[src/isaPkg.sv]
package isaPkg;

	// --------------------------------------------------
	// instruction and control word sizes
	// --------------------------------------------------
	localparam int instrWidth = 16;
	localparam int decodedWidth = 16;

	// operand selector widths
	localparam int srcWidth = 2;
	localparam int destWidth = 1;
	localparam int regAddrWidth = 4;

	// control field sits above srcA, srcB and dest
	localparam int controlOffset = 2 * srcWidth + destWidth;
	localparam int controlWidth = decodedWidth - controlOffset;

	// opcode bits 11..5, the rest of the word is free space
	localparam int opcodeWidth = 7;
	localparam int spareWidth = instrWidth - controlOffset - opcodeWidth;

	// low five bits, same place in instruction and decoded word
	typedef struct packed {
		logic [destWidth-1:0] dest;
		logic [srcWidth-1:0] srcB;
		logic [srcWidth-1:0] srcA;
	} operandT;

	// memory view
	// R | load code | store code | dest | srcB | srcA
	typedef struct packed {
		logic [spareWidth-1:0] spare;
		logic isReg;
		logic [2:0] loadCode;
		logic [2:0] storeCode;
		operandT operand;
	} memViewT;

	// register view
	// R | P | read address | write address | srcA
	typedef struct packed {
		logic [spareWidth-1:0] spare;
		logic isReg;
		logic parallel;
		logic [regAddrWidth-1:0] readAddr;
		logic [regAddrWidth-1:0] writeAddr;
		logic [srcWidth-1:0] srcA;
	} regViewT;

	// one instruction word, two readings
	typedef union packed {
		memViewT memView;
		regViewT regView;
	} instrU;

	typedef logic [decodedWidth-1:0] decodedT;

endpackage

[src/unitPkg.sv]
package unitPkg;

	// --------------------------------------------------
	// unit types served by the decoder
	// --------------------------------------------------
	localparam int unitTypeWidth = 3;

	// codes 3 to 7 have no decoder and give a zero word
	typedef enum logic [unitTypeWidth-1:0] {
		Lsu = 3'd0,
		Rf = 3'd1,
		Alu = 3'd2
	} unitT;

	// config word layout
	// unit type at the bottom, stall group right above
	localparam int unitTypeLsb = 0;
	localparam int stallGroupLsb = unitTypeLsb + unitTypeWidth;

	// --------------------------------------------------
	// idle control fields
	// --------------------------------------------------
	// alu at rest keeps control bits 7 and 6 high
	localparam logic [isaPkg::controlWidth-1:0] aluIdleControl = 11'b000_1100_0000;
	// all other units idle at zero
	localparam logic [isaPkg::controlWidth-1:0] zeroIdleControl = '0;

endpackage

[src/configChain.sv]
`timescale 1ns/1ps

module configChain import unitPkg::*;
#(
	parameter int numStallGroups = 4,
	localparam int stallGroupWidth =
		($clog2(numStallGroups) > 1) ? $clog2(numStallGroups) : 1
)
(
	input logic iClk,
	input logic iConfigEnable,
	input logic iConfigDataIn,
	output logic oConfigDataOut,
	output unitT unitType,
	output logic [stallGroupWidth-1:0] stallGroup
);

	localparam int configWidth = stallGroupLsb + stallGroupWidth;

	// scan register, loaded serially while in reset
	logic [configWidth-1:0] configReg;

	// shift right, new bit enters at the top
	always_ff @(posedge iClk)
	begin
		if (iConfigEnable)
		begin
			configReg <= {iConfigDataIn, configReg[configWidth-1:1]};
		end
	end

	// serial out for the next element of the chain
	assign oConfigDataOut = configReg[0];

	// field split
	assign unitType = unitT'(configReg[unitTypeLsb +: unitTypeWidth]);
	assign stallGroup = configReg[stallGroupLsb +: stallGroupWidth];

endmodule

[src/lsuDecoder.sv]
`timescale 1ns/1ps

module lsuDecoder import isaPkg::*;
(
	input instrU instr,
	output decodedT decoded
);

	// register bits that fit above the write-immediate flag
	localparam int lsuRegBits = regAddrWidth - destWidth - srcWidth;

	logic [4:0] memCode;
	logic [7:0] lsEnables;
	logic isRegOp;

	// R, load code and top store bit
	assign memCode = {instr.memView.isReg, instr.memView.loadCode, instr.memView.storeCode[2]};

	// 10000 and 10100 are register moves, not memory access
	assign isRegOp = (memCode == 5'b10000) || (memCode == 5'b10100);

	// --------------------------------------------------
	// one-hot load/store enables
	// --------------------------------------------------
	// lgi lg li l | sgi sg si s
	always_comb
	begin
		case (memCode)
			5'b00001: lsEnables = 8'b0000_0001;
			5'b00010: lsEnables = 8'b0000_0010;
			5'b00011: lsEnables = 8'b0000_0100;
			5'b00101: lsEnables = 8'b0001_0000;
			5'b00110: lsEnables = 8'b0010_0000;
			5'b00111: lsEnables = 8'b0100_0000;
			5'b01000: lsEnables = 8'b1000_0000;
			5'b01001: lsEnables = 8'b0010_0001;
			5'b01010: lsEnables = 8'b1000_0001;
			5'b01011: lsEnables = 8'b0001_0010;
			5'b01100: lsEnables = 8'b0010_0010;
			5'b01101: lsEnables = 8'b0100_0010;
			5'b01110: lsEnables = 8'b1000_0010;
			5'b01111: lsEnables = 8'b0010_0100;
			5'b10001: lsEnables = 8'b1000_0100;
			5'b10010: lsEnables = 8'b0001_1000;
			5'b10011: lsEnables = 8'b0010_1000;
			5'b10101: lsEnables = 8'b1000_1000;
			5'b10110: lsEnables = 8'b0000_1000;
			5'b10111: lsEnables = 8'b0100_1000;
			// nop, 00100 and register moves
			default: lsEnables = 8'b0000_0000;
		endcase
	end

	// --------------------------------------------------
	// word assembly
	// --------------------------------------------------
	always_comb
	begin
		decoded = '0;
		decoded[controlOffset-1:0] = instr.memView.operand;
		if (!isRegOp)
		begin
			// low store bits pass straight through
			decoded[controlOffset+10 -: 2] = instr.memView.storeCode[1:0];
			// 00100 writes the immediate register
			decoded[controlOffset+8] = (memCode == 5'b00100);
			decoded[controlOffset +: 8] = lsEnables;
		end
		else
		begin
			// both register moves write the immediate register
			decoded[controlOffset+8] = 1'b1;
			// 0100 also enables register loading
			decoded[controlOffset+4] = memCode[2];
			// top write address bit lands at bit 14
			decoded[controlOffset+9 +: lsuRegBits] =
				instr.regView.writeAddr[regAddrWidth-1 -: lsuRegBits];
		end
	end

endmodule

[src/rfDecoder.sv]
`timescale 1ns/1ps

module rfDecoder import isaPkg::*;
(
	input instrU instr,
	output decodedT decoded
);

	// read, read imm, write, write imm
	localparam int rfCtrlWidth = 4;

	logic [rfCtrlWidth-1:0] singleCtrl;

	// single register ops reuse the read address field as sub-opcode
	always_comb
	begin
		case (instr.regView.readAddr)
			4'b0000: singleCtrl = 4'b0001;
			4'b1000: singleCtrl = 4'b0100;
			4'b0100: singleCtrl = 4'b0010;
			4'b0010: singleCtrl = 4'b1000;
			default: singleCtrl = 4'b0000;
		endcase
	end

	// --------------------------------------------------
	// word assembly
	// --------------------------------------------------
	always_comb
	begin
		// lower half of the space is a nop for the register file
		decoded = '0;
		if (instr.regView.isReg)
		begin
			decoded[controlOffset-1:0] = instr.memView.operand;
			if (!instr.regView.parallel)
			begin
				decoded[controlOffset +: rfCtrlWidth] = singleCtrl;
				decoded[controlOffset+rfCtrlWidth +: regAddrWidth] = instr.regView.writeAddr;
			end
			else
			begin
				// parallel load and store
				decoded[controlOffset +: rfCtrlWidth] = 4'b0101;
				// low write bits already sit in dest and srcB
				decoded[controlOffset+rfCtrlWidth +: regAddrWidth+1] =
					{instr.regView.readAddr, instr.regView.writeAddr[regAddrWidth-1]};
			end
		end
	end

endmodule

[src/aluDecoder.sv]
`timescale 1ns/1ps

module aluDecoder import isaPkg::*;
(
	input instrU instr,
	output decodedT decoded
);

	logic [opcodeWidth-1:0] opcode;
	logic [2:0] opTop;
	logic [3:0] opLow;
	logic [4:0] expanded;
	logic opValid;
	logic signExt;

	// opcode occupies bits 11..5
	assign opcode = {instr.memView.isReg, instr.memView.loadCode, instr.memView.storeCode};
	assign opTop = opcode[6:4];
	assign opLow = opcode[3:0];

	// zero opcode is a nop with an unbuffered dest
	assign opValid = (opcode != '0);

	// --------------------------------------------------
	// 3 to 5 control expansion
	// --------------------------------------------------
	// shiftA_L, isCmov, isSigned, invert, eq_lt
	always_comb
	begin
		case (opTop)
			3'b000: expanded = 5'b11000;
			3'b001: expanded = 5'b00000;
			3'b010: expanded = 5'b10110;
			3'b011: expanded = 5'b00010;
			3'b100: expanded = 5'b00100;
			3'b101: expanded = 5'b10011;
			3'b110: expanded = 5'b00001;
			default: expanded = 5'b01000;
		endcase
	end

	// add/sub class or pass, under a signed or compare top code
	assign signExt = ((opLow[3:2] == 2'b10) || (opLow == 4'b0011))
		&& (opTop inside {3'b010, 3'b110, 3'b101, 3'b100});

	// sign ext | valid | control | type and operation | operand
	assign decoded = {
		signExt,
		opValid,
		expanded,
		opLow,
		opValid ? instr.memView.operand.dest : {destWidth{1'b0}},
		instr.memView.operand.srcB,
		instr.memView.operand.srcA
	};

endmodule

[src/decodeStage.sv]
`timescale 1ns/1ps

module decodeStage import isaPkg::*, unitPkg::*;
#(
	parameter int numStallGroups = 4,
	localparam int stallGroupWidth =
		($clog2(numStallGroups) > 1) ? $clog2(numStallGroups) : 1
)
(
	input logic iClk,
	input logic rst,
	input logic [numStallGroups-1:0] iStall,
	input logic [stallGroupWidth-1:0] stallGroup,
	input unitT unitType,
	input decodedT lsuWord,
	input decodedT rfWord,
	input decodedT aluWord,
	output decodedT oDecodedInstruction
);

	logic stallReg;
	decodedT decodedReg;
	decodedT selectedWord;
	logic [controlWidth-1:0] idleControl;

	// pick the decoder for the configured unit
	always_comb
	begin
		case (unitType)
			Lsu: selectedWord = lsuWord;
			Rf: selectedWord = rfWord;
			Alu: selectedWord = aluWord;
			default: selectedWord = '0;
		endcase
	end

	assign idleControl = (unitType == Alu) ? aluIdleControl : zeroIdleControl;

	// --------------------------------------------------
	// stall and decode registers
	// --------------------------------------------------
	// one cycle of stall latency
	always_ff @(posedge iClk)
	begin
		if (rst)
			stallReg <= 1'b0;
		else
			stallReg <= iStall[stallGroup];
	end

	// hold while stalled
	always_ff @(posedge iClk)
	begin
		if (rst)
			decodedReg <= {idleControl, {controlOffset{1'b0}}};
		else if (!stallReg)
			decodedReg <= selectedWord;
	end

	// output forms
	always_comb
	begin
		if (rst)
			oDecodedInstruction = '0;
		else if (stallReg)
			// operands stay visible, control goes idle
			oDecodedInstruction = {idleControl, decodedReg[controlOffset-1:0]};
		else
			oDecodedInstruction = decodedReg;
	end

endmodule

[src/instrDecoder.sv]
`timescale 1ns/1ps

module instrDecoder import isaPkg::*, unitPkg::*;
#(
	parameter int numStallGroups = 4,
	localparam int stallGroupWidth =
		($clog2(numStallGroups) > 1) ? $clog2(numStallGroups) : 1
)
(
	input logic iClk,
	input logic rst,
	input logic [numStallGroups-1:0] iStall,
	input logic iConfigEnable,
	input logic iConfigDataIn,
	input logic [instrWidth-1:0] iInstruction,
	output logic oConfigDataOut,
	output logic [decodedWidth-1:0] oDecodedInstruction
);

	unitT unitType;
	logic [stallGroupWidth-1:0] stallGroup;
	decodedT lsuWord;
	decodedT rfWord;
	decodedT aluWord;

	// --------------------------------------------------
	// configuration
	// --------------------------------------------------
	configChain #(
		.numStallGroups(numStallGroups)
	) i_configChain (
		.iClk(iClk),
		.iConfigEnable(iConfigEnable),
		.iConfigDataIn(iConfigDataIn),
		.oConfigDataOut(oConfigDataOut),
		.unitType(unitType),
		.stallGroup(stallGroup)
	);

	// --------------------------------------------------
	// per-unit decoders, all see the same instruction
	// --------------------------------------------------
	lsuDecoder i_lsuDecoder (
		.instr(iInstruction),
		.decoded(lsuWord)
	);

	rfDecoder i_rfDecoder (
		.instr(iInstruction),
		.decoded(rfWord)
	);

	aluDecoder i_aluDecoder (
		.instr(iInstruction),
		.decoded(aluWord)
	);

	// select, register and stall handling
	decodeStage #(
		.numStallGroups(numStallGroups)
	) i_decodeStage (
		.iClk(iClk),
		.rst(rst),
		.iStall(iStall),
		.stallGroup(stallGroup),
		.unitType(unitType),
		.lsuWord(lsuWord),
		.rfWord(rfWord),
		.aluWord(aluWord),
		.oDecodedInstruction(oDecodedInstruction)
	);

endmodule

[config.mk]
export PLATFORM = sky130hd
export DESIGN_NAME = instrDecoder
export DESIGN_NICKNAME = d
export VERILOG_FILES = /design/src/isaPkg.sv /design/src/unitPkg.sv /design/src/configChain.sv /design/src/lsuDecoder.sv /design/src/rfDecoder.sv /design/src/aluDecoder.sv /design/src/decodeStage.sv /design/src/instrDecoder.sv
export SDC_FILE = /design/constraint.sdc
export NUM_CORES = 1
export LEC_CHECK = 0
export BUFFER_PORTS_ARGS = -buffer_cell sky130_fd_sc_hd__buf_2
export CAP_MARGIN = 20
export CORE_UTILIZATION = 30
export DETAILED_ROUTE_END_ITERATION = 7
export GPL_ROUTABILITY_DRIVEN = 0
export SLEW_MARGIN = 30
export SYNTH_ARGS = -nofsm -noshare
export SYNTH_HDL_FRONTEND = slang
export SYNTH_SLANG_ARGS = --single-unit
export TNS_END_PERCENT = 100
[constraint.sdc]
create_clock -name iClk -period 1.93 [get_ports iClk]
set_input_delay 0.4825 -clock iClk [delete_from_list [all_inputs] [get_ports iClk]]
set_output_delay 0.4825 -clock iClk [all_outputs]
set_load 0.02 [all_outputs]
Word-level counts from Yosys, hierarchy flattened --
Memory sizes are Yosys's and may differ from the RTL's. Cells that the tools add are included.
Operators by class: eq/ne operators 17, multiplexer cells 19, order comparisons 1, reductions and logical operators 8
Operator list (count):
- 16-bit 2-to-1 mux | 4
- 16-bit one-hot mux with 3 select lines | 1
- 5-bit one-hot mux with 7 select lines | 1
- 8-bit 2-to-1 mux | 2
- 4-bit one-hot mux with 4 select lines | 1
- 14-bit 2-to-1 mux | 1
- 5-bit equality test, second input constant | 2
- 3-bit by 2-bit equality test with 1-bit output, second input constant | 3
- 3-bit equality test, second input constant | 3
- 4-bit by 2-bit equality test with 1-bit output, second input constant | 2
- 7-bit nonzero test | 1
- 3-bit by 1-bit equality test with 1-bit output, second input constant | 2
- 3-bit logical NOT | 2
- 1-bit 2-to-1 mux | 6
- 5-bit by 3-bit equality test with 1-bit output, second input constant | 1
- 4-bit by 3-bit equality test with 1-bit output, second input constant | 1
- 4-bit equality test, second input constant | 1
- 4-bit logical NOT | 1
- 4-bit 2-to-1 mux | 1
- 4-bit nonzero test | 1
- 2-bit by 3-bit < comparator with 1-bit output, second input constant | 1
- 3-bit 2-to-1 mux | 1
- 1-bit binary-select mux with 2-bit select | 1
- 2-bit equality test, second input constant | 1
- 3 further kinds | 4
Word-level totals: bits of input ports 24, flip-flop bits (word level) 22, memories 1, bits in read-only memories 256, output and inout port bits 17
Memory list:
- (name not given) | depth 32, width 8, rd ports 1, clocked after memory_dff 0, write ports 0, RTL line lsuDecoder.sv:28 | case (memCode)

Logic depth before layout (Yosys ltp) --
word-level depth 7, gate-level depth with buffers 7, mapped depth without buffers 6

By module --
Synthesis repeated with hierarchy kept, for this count alone.
Second synthesis, totals: cell total of the unflattened synthesis 231, area total of the unflattened synthesis 2073.2 sq um
By module, submodules not included:
- decodeStage | area an instance 1128.6 sq um, times used 1, cells each 116
- lsuDecoder | area an instance 386.6 sq um, times used 1, cells each 53
- rfDecoder | area an instance 203.9 sq um, times used 1, cells each 28
- aluDecoder | area an instance 196.4 sq um, times used 1, cells each 28
- configChain | area an instance 157.7 sq um, times used 1, cells each 6

Worst setup path before layout --
Ideal clock, no wire load.
path type input to output, start point input rst, end point output oDecodedInstruction[11], cell stages on the path 4, path slack -0.039 ns, arrival time 1.486 ns, buffers on the path 1, cells stage by stage clkbuf_1 nand2b_1 nor2_1 a21o_1
Between the ends: word-level cells in the longest chain between the ends 1
RTL lines:
- from (decl) | RTL line instrDecoder.sv:11 | input logic rst,
- 16-bit 2-to-1 mux | RTL line decodeStage.sv:63 | if (rst)
- to (decl) | RTL line instrDecoder.sv:17 | output logic [decodedWidth-1:0] oDecodedInstruction
No other way between the ends.

Worst setup path after layout --
start point register i_configChain.configReg[2], end point output oDecodedInstruction[12]
Between the ends: word-level cells in the longest chain between the ends 4
RTL lines:
- from (decl) | RTL line configChain.sv:21 | logic [configWidth-1:0] configReg;
- from (signal assigned) | RTL line configChain.sv:28 | configReg <= {iConfigDataIn, configReg[configWidth-1:1]};
- 3-bit by 2-bit equality test with 1-bit output | RTL line decodeStage.sv:37 | assign idleControl = (unitType == Alu) ? aluIdleControl : zeroIdleControl;
- 8-bit 2-to-1 mux | RTL line decodeStage.sv:37
- 16-bit 2-to-1 mux | RTL line decodeStage.sv:65 | else if (stallReg)
- 16-bit 2-to-1 mux | RTL line decodeStage.sv:63
No other way between the ends.

==> results_dict.tcl <==
set metrics [dict create \
    status "completed" \
    post-route-min-period_ns 1.89 \
    grt_pass1_wl_um 6500 \
    routed-via-count 1520 \
    firstDrtPassIters 4 \
    hp-class "input pin to register" \
    overflow 0 \
    die_y_um 75.2 \
    postRouteAntennaNets 0 \
    drive_gt1_share_pct 31.4 \
    grt_pass1_vias 1301 \
    initial_utilization_pct 31.3 \
    drv_slew 0 \
    cts_max_level 1 \
    slew_headroom_pct 76.0 \
    clkPwrFrac_pct 31.7 \
    endpoint_kind "output pin" \
    crit_required_ns 1.45 \
    power.density_nw_per_um2 569 \
    die_area_um2 5660 \
    power_frac_comb_pct 22.4 \
    arrival_ns 1.41 \
    clockBufferDepth 2 \
    ff2ff_setup_slack_ns 0.09 \
    yosysSeqAreaShare_pct 37.4 \
    ys_types 47 \
    postSynthCellCount 176 \
    final_util_pct 40.6 \
    ys_ff_latch 22 \
    area_delta_synth_final_pct 29.8 \
    antenna_cells 0 \
    rsz0062_at_grt "true" \
    clkSinkCount 22 \
    critPathLaunchType "register" \
    path_class "register to output pin" \
    clock_latency_ns 0.26 \
    grt_max_degree 21 \
    synth.avg_cell_area_um2 9.14 \
    setup_violations 0 \
    cellLeakagePower_nw 0.859 \
    synth_area_leader_cell "edfxtp_1" \
    die_w_um 75.2 \
    max_freq_mhz 528 \
    cts_root_buf "clkbuf_8" \
    final.period_utilization_pct 98.2 \
    cap_violations 0 \
    ir_worst_vdd_mv 0.225 \
    clkSlewWorstSetupHoldPaths_ns 0.08 \
    dp_hpwl_um 3070 \
    wl_um 4060 \
    placementRows 26 \
    critPathMaxFanout 2 \
    worst_pin_slew_ns 0.355 \
    grtUsageTotal_pct 15.3 \
    avgViaCountPerCell 5.14 \
    placed_cells 290 \
    io_buffers 36 \
    synthTopCellsByArea "edfxtp_1 30%, dfxtp_1 7.5%, ha_1 4.7%, and2_1 4.3%, a21oi_1 3.4%" \
    instances_no_fill 296 \
    drc_errors 0 \
    antenna_found_initial 0 \
    ys_async_sr_fraction_pct 0 \
    pin_count 41 \
    nNetsFinal 257 \
    synth_common_cells "16 x edfxtp_1, 11 x a21oi_1, 11 x and2_1, 11 x nor2_1" \
    synth_edf_count 16 \
    cellInternalPower_mw 0.875 \
    skew_ns 0.00285 \
    yosysWarnings 0 \
    drt_iter0_drc 160 \
    hold_viol 0 \
    syn_area_um2 1610 \
    cts_tree "yes" \
    wl_per_cell_um 13.7 \
    postCtsHoldBufs 0 \
    synth.most_common_cell "edfxtp_1" \
    yosys_most_used_dff "edfxtp_1" \
    core-area_um2 5140 \
    p_seq_share_pct 45.9 \
    p_switching_mw 0.313 \
    synth.net_count 206 \
    cts_inserted_buffers 3 \
    yosysTopAreaCellShare_pct 29.9 \
    switching_share_pct 26.4 \
]
-- per-layer routing --
metal	GRT usage (%)	routed length, um	part of all wire, %	up-vias
li1	-	-	-	754
met1	21.3	1860	46	696
met2	23.7	1920	47	60
met3	2.41	201	5.0	10
met4	6.38	80	2.0	0
met5	0	0	0	-
-- power by group through the flow --
stage / Clock, mW / Sequential [mW] / Combinational, mW
after floorplan: 0 / 0.558 / 0.149
after CTS: 0.382 / 0.544 / 0.262
final: 0.377 / 0.545 / 0.266
after global routing: 0.414 / 0.549 / 0.292
after detailed placement: 0 / 0.556 / 0.252
after global placement: 0 / 0.555 / 0.250
-- state kept, by name, summed over array words and instances, names as in the netlist --
signal / cells
i_decodeStage.decodedReg: 16
i_decodeStage.stallReg: 1
i_configChain.configReg: 5
-- worst max-delay path, cell delays in order, from the launching register on --
cell and delay, ns:
edfxtp_1 0.42, or3b_4 0.42, nor2_4 0.10, a21o_1 0.10
buf_6 0.11
-- path summary, 6_finish.rpt --
check / from / end / depth (start not counted)
worst min-delay path: iConfigDataIn / i_configChain.configReg[4] / 1
worst max-delay path: i_configChain.configReg[2] / oDecodedInstruction[12] / 4
worst max register to register: i_configChain.configReg[0] / i_decodeStage.decodedReg[5] / 6
worst min register to register: i_configChain.configReg[4] / i_configChain.configReg[3] / 0
-- cell usage in the layout, fill, tap and decap left out, types with 2 or more instances in the layout --
master / Yosys / routed
a31oi_1: 4 / 4
nor4_1: 3 / 3
a32oi_1: 2 / 2
edfxtp_1: 16 / 16
nand2b_1: 7 / 6
o31ai_1: 2 / 2
nand3b_1: 5 / 5
nand2_1: 9 / 9
o21ai_0: 9 / 9
a22o_1: 4 / 4
buf_6: 0 / 2
a21oi_1: 11 / 11
a311oi_1: 2 / 2
nand3_1: 2 / 2
buf_4: 0 / 23
o211ai_1: 2 / 2
nor3_1: 6 / 6
nor2_1: 11 / 9
inv_1: 5 / 5
dfxtp_1: 6 / 6
nor2_4: 0 / 2
buf_2: 9 / 34
ha_1: 6 / 6
clkbuf_8: 0 / 3
a21o_1: 2 / 2
a211oi_1: 3 / 3
nor2b_1: 8 / 8
or3_1: 3 / 3
and2_1: 11 / 11
mux2i_1: 4 / 4
-- timing repair --
action / in CTS / in global routing
setup buffers: 1 / 1
pin swaps: 2 / 1
gates resized for setup: 8 / 1
setup endpoints to repair: 11 / 10
-- cell families after synthesis --
kind of cell | count (synthesis) | share of synthesized area [%]
flip-flops | 22 | 37.4
multiplexers | 6 | 4.59
AND/OR/NAND/NOR | 74 | 26.8
XOR/XNOR | 1 | 0.545
AO/OA/AOI/OAI | 49 | 21.2
adder cells (fa/ha/maj) | 6 | 4.67
buffers and inverters | 18 | 4.90
-- stage by stage --
stage | hold slack, ns | total power [mW] | setup WS, ns | setup TNS, ns | cell area (um^2)
floorplan | 0.435 | 0.708 | 0.0432 | 0 | 1610
global placement | 0.457 | 0.805 | -0.0647 | -0.747 | 1980
detailed placement | 0.469 | 0.808 | -0.0829 | -0.991 | 1980
CTS | 0.385 | 1.19 | -0.00515 | -0.00515 | 2070
global route | 0.376 | 1.26 | -0.0265 | -0.0442 | 2090
finish | 0.387 | 1.19 | 0.0351 | 0 | 2090
-- cell type report --
cell class | count | area, um^2
Clock buffer | 4 | 66.3
Multi-Input combinational cell | 136 | 948
Sequential cell | 22 | 601
Inverter | 5 | 18.8
Timing Repair Buffer | 59 | 365
Fill cell | 544 | 3050
Tap cell | 70 | 87.6
Power figures use the tool's default switching activity.
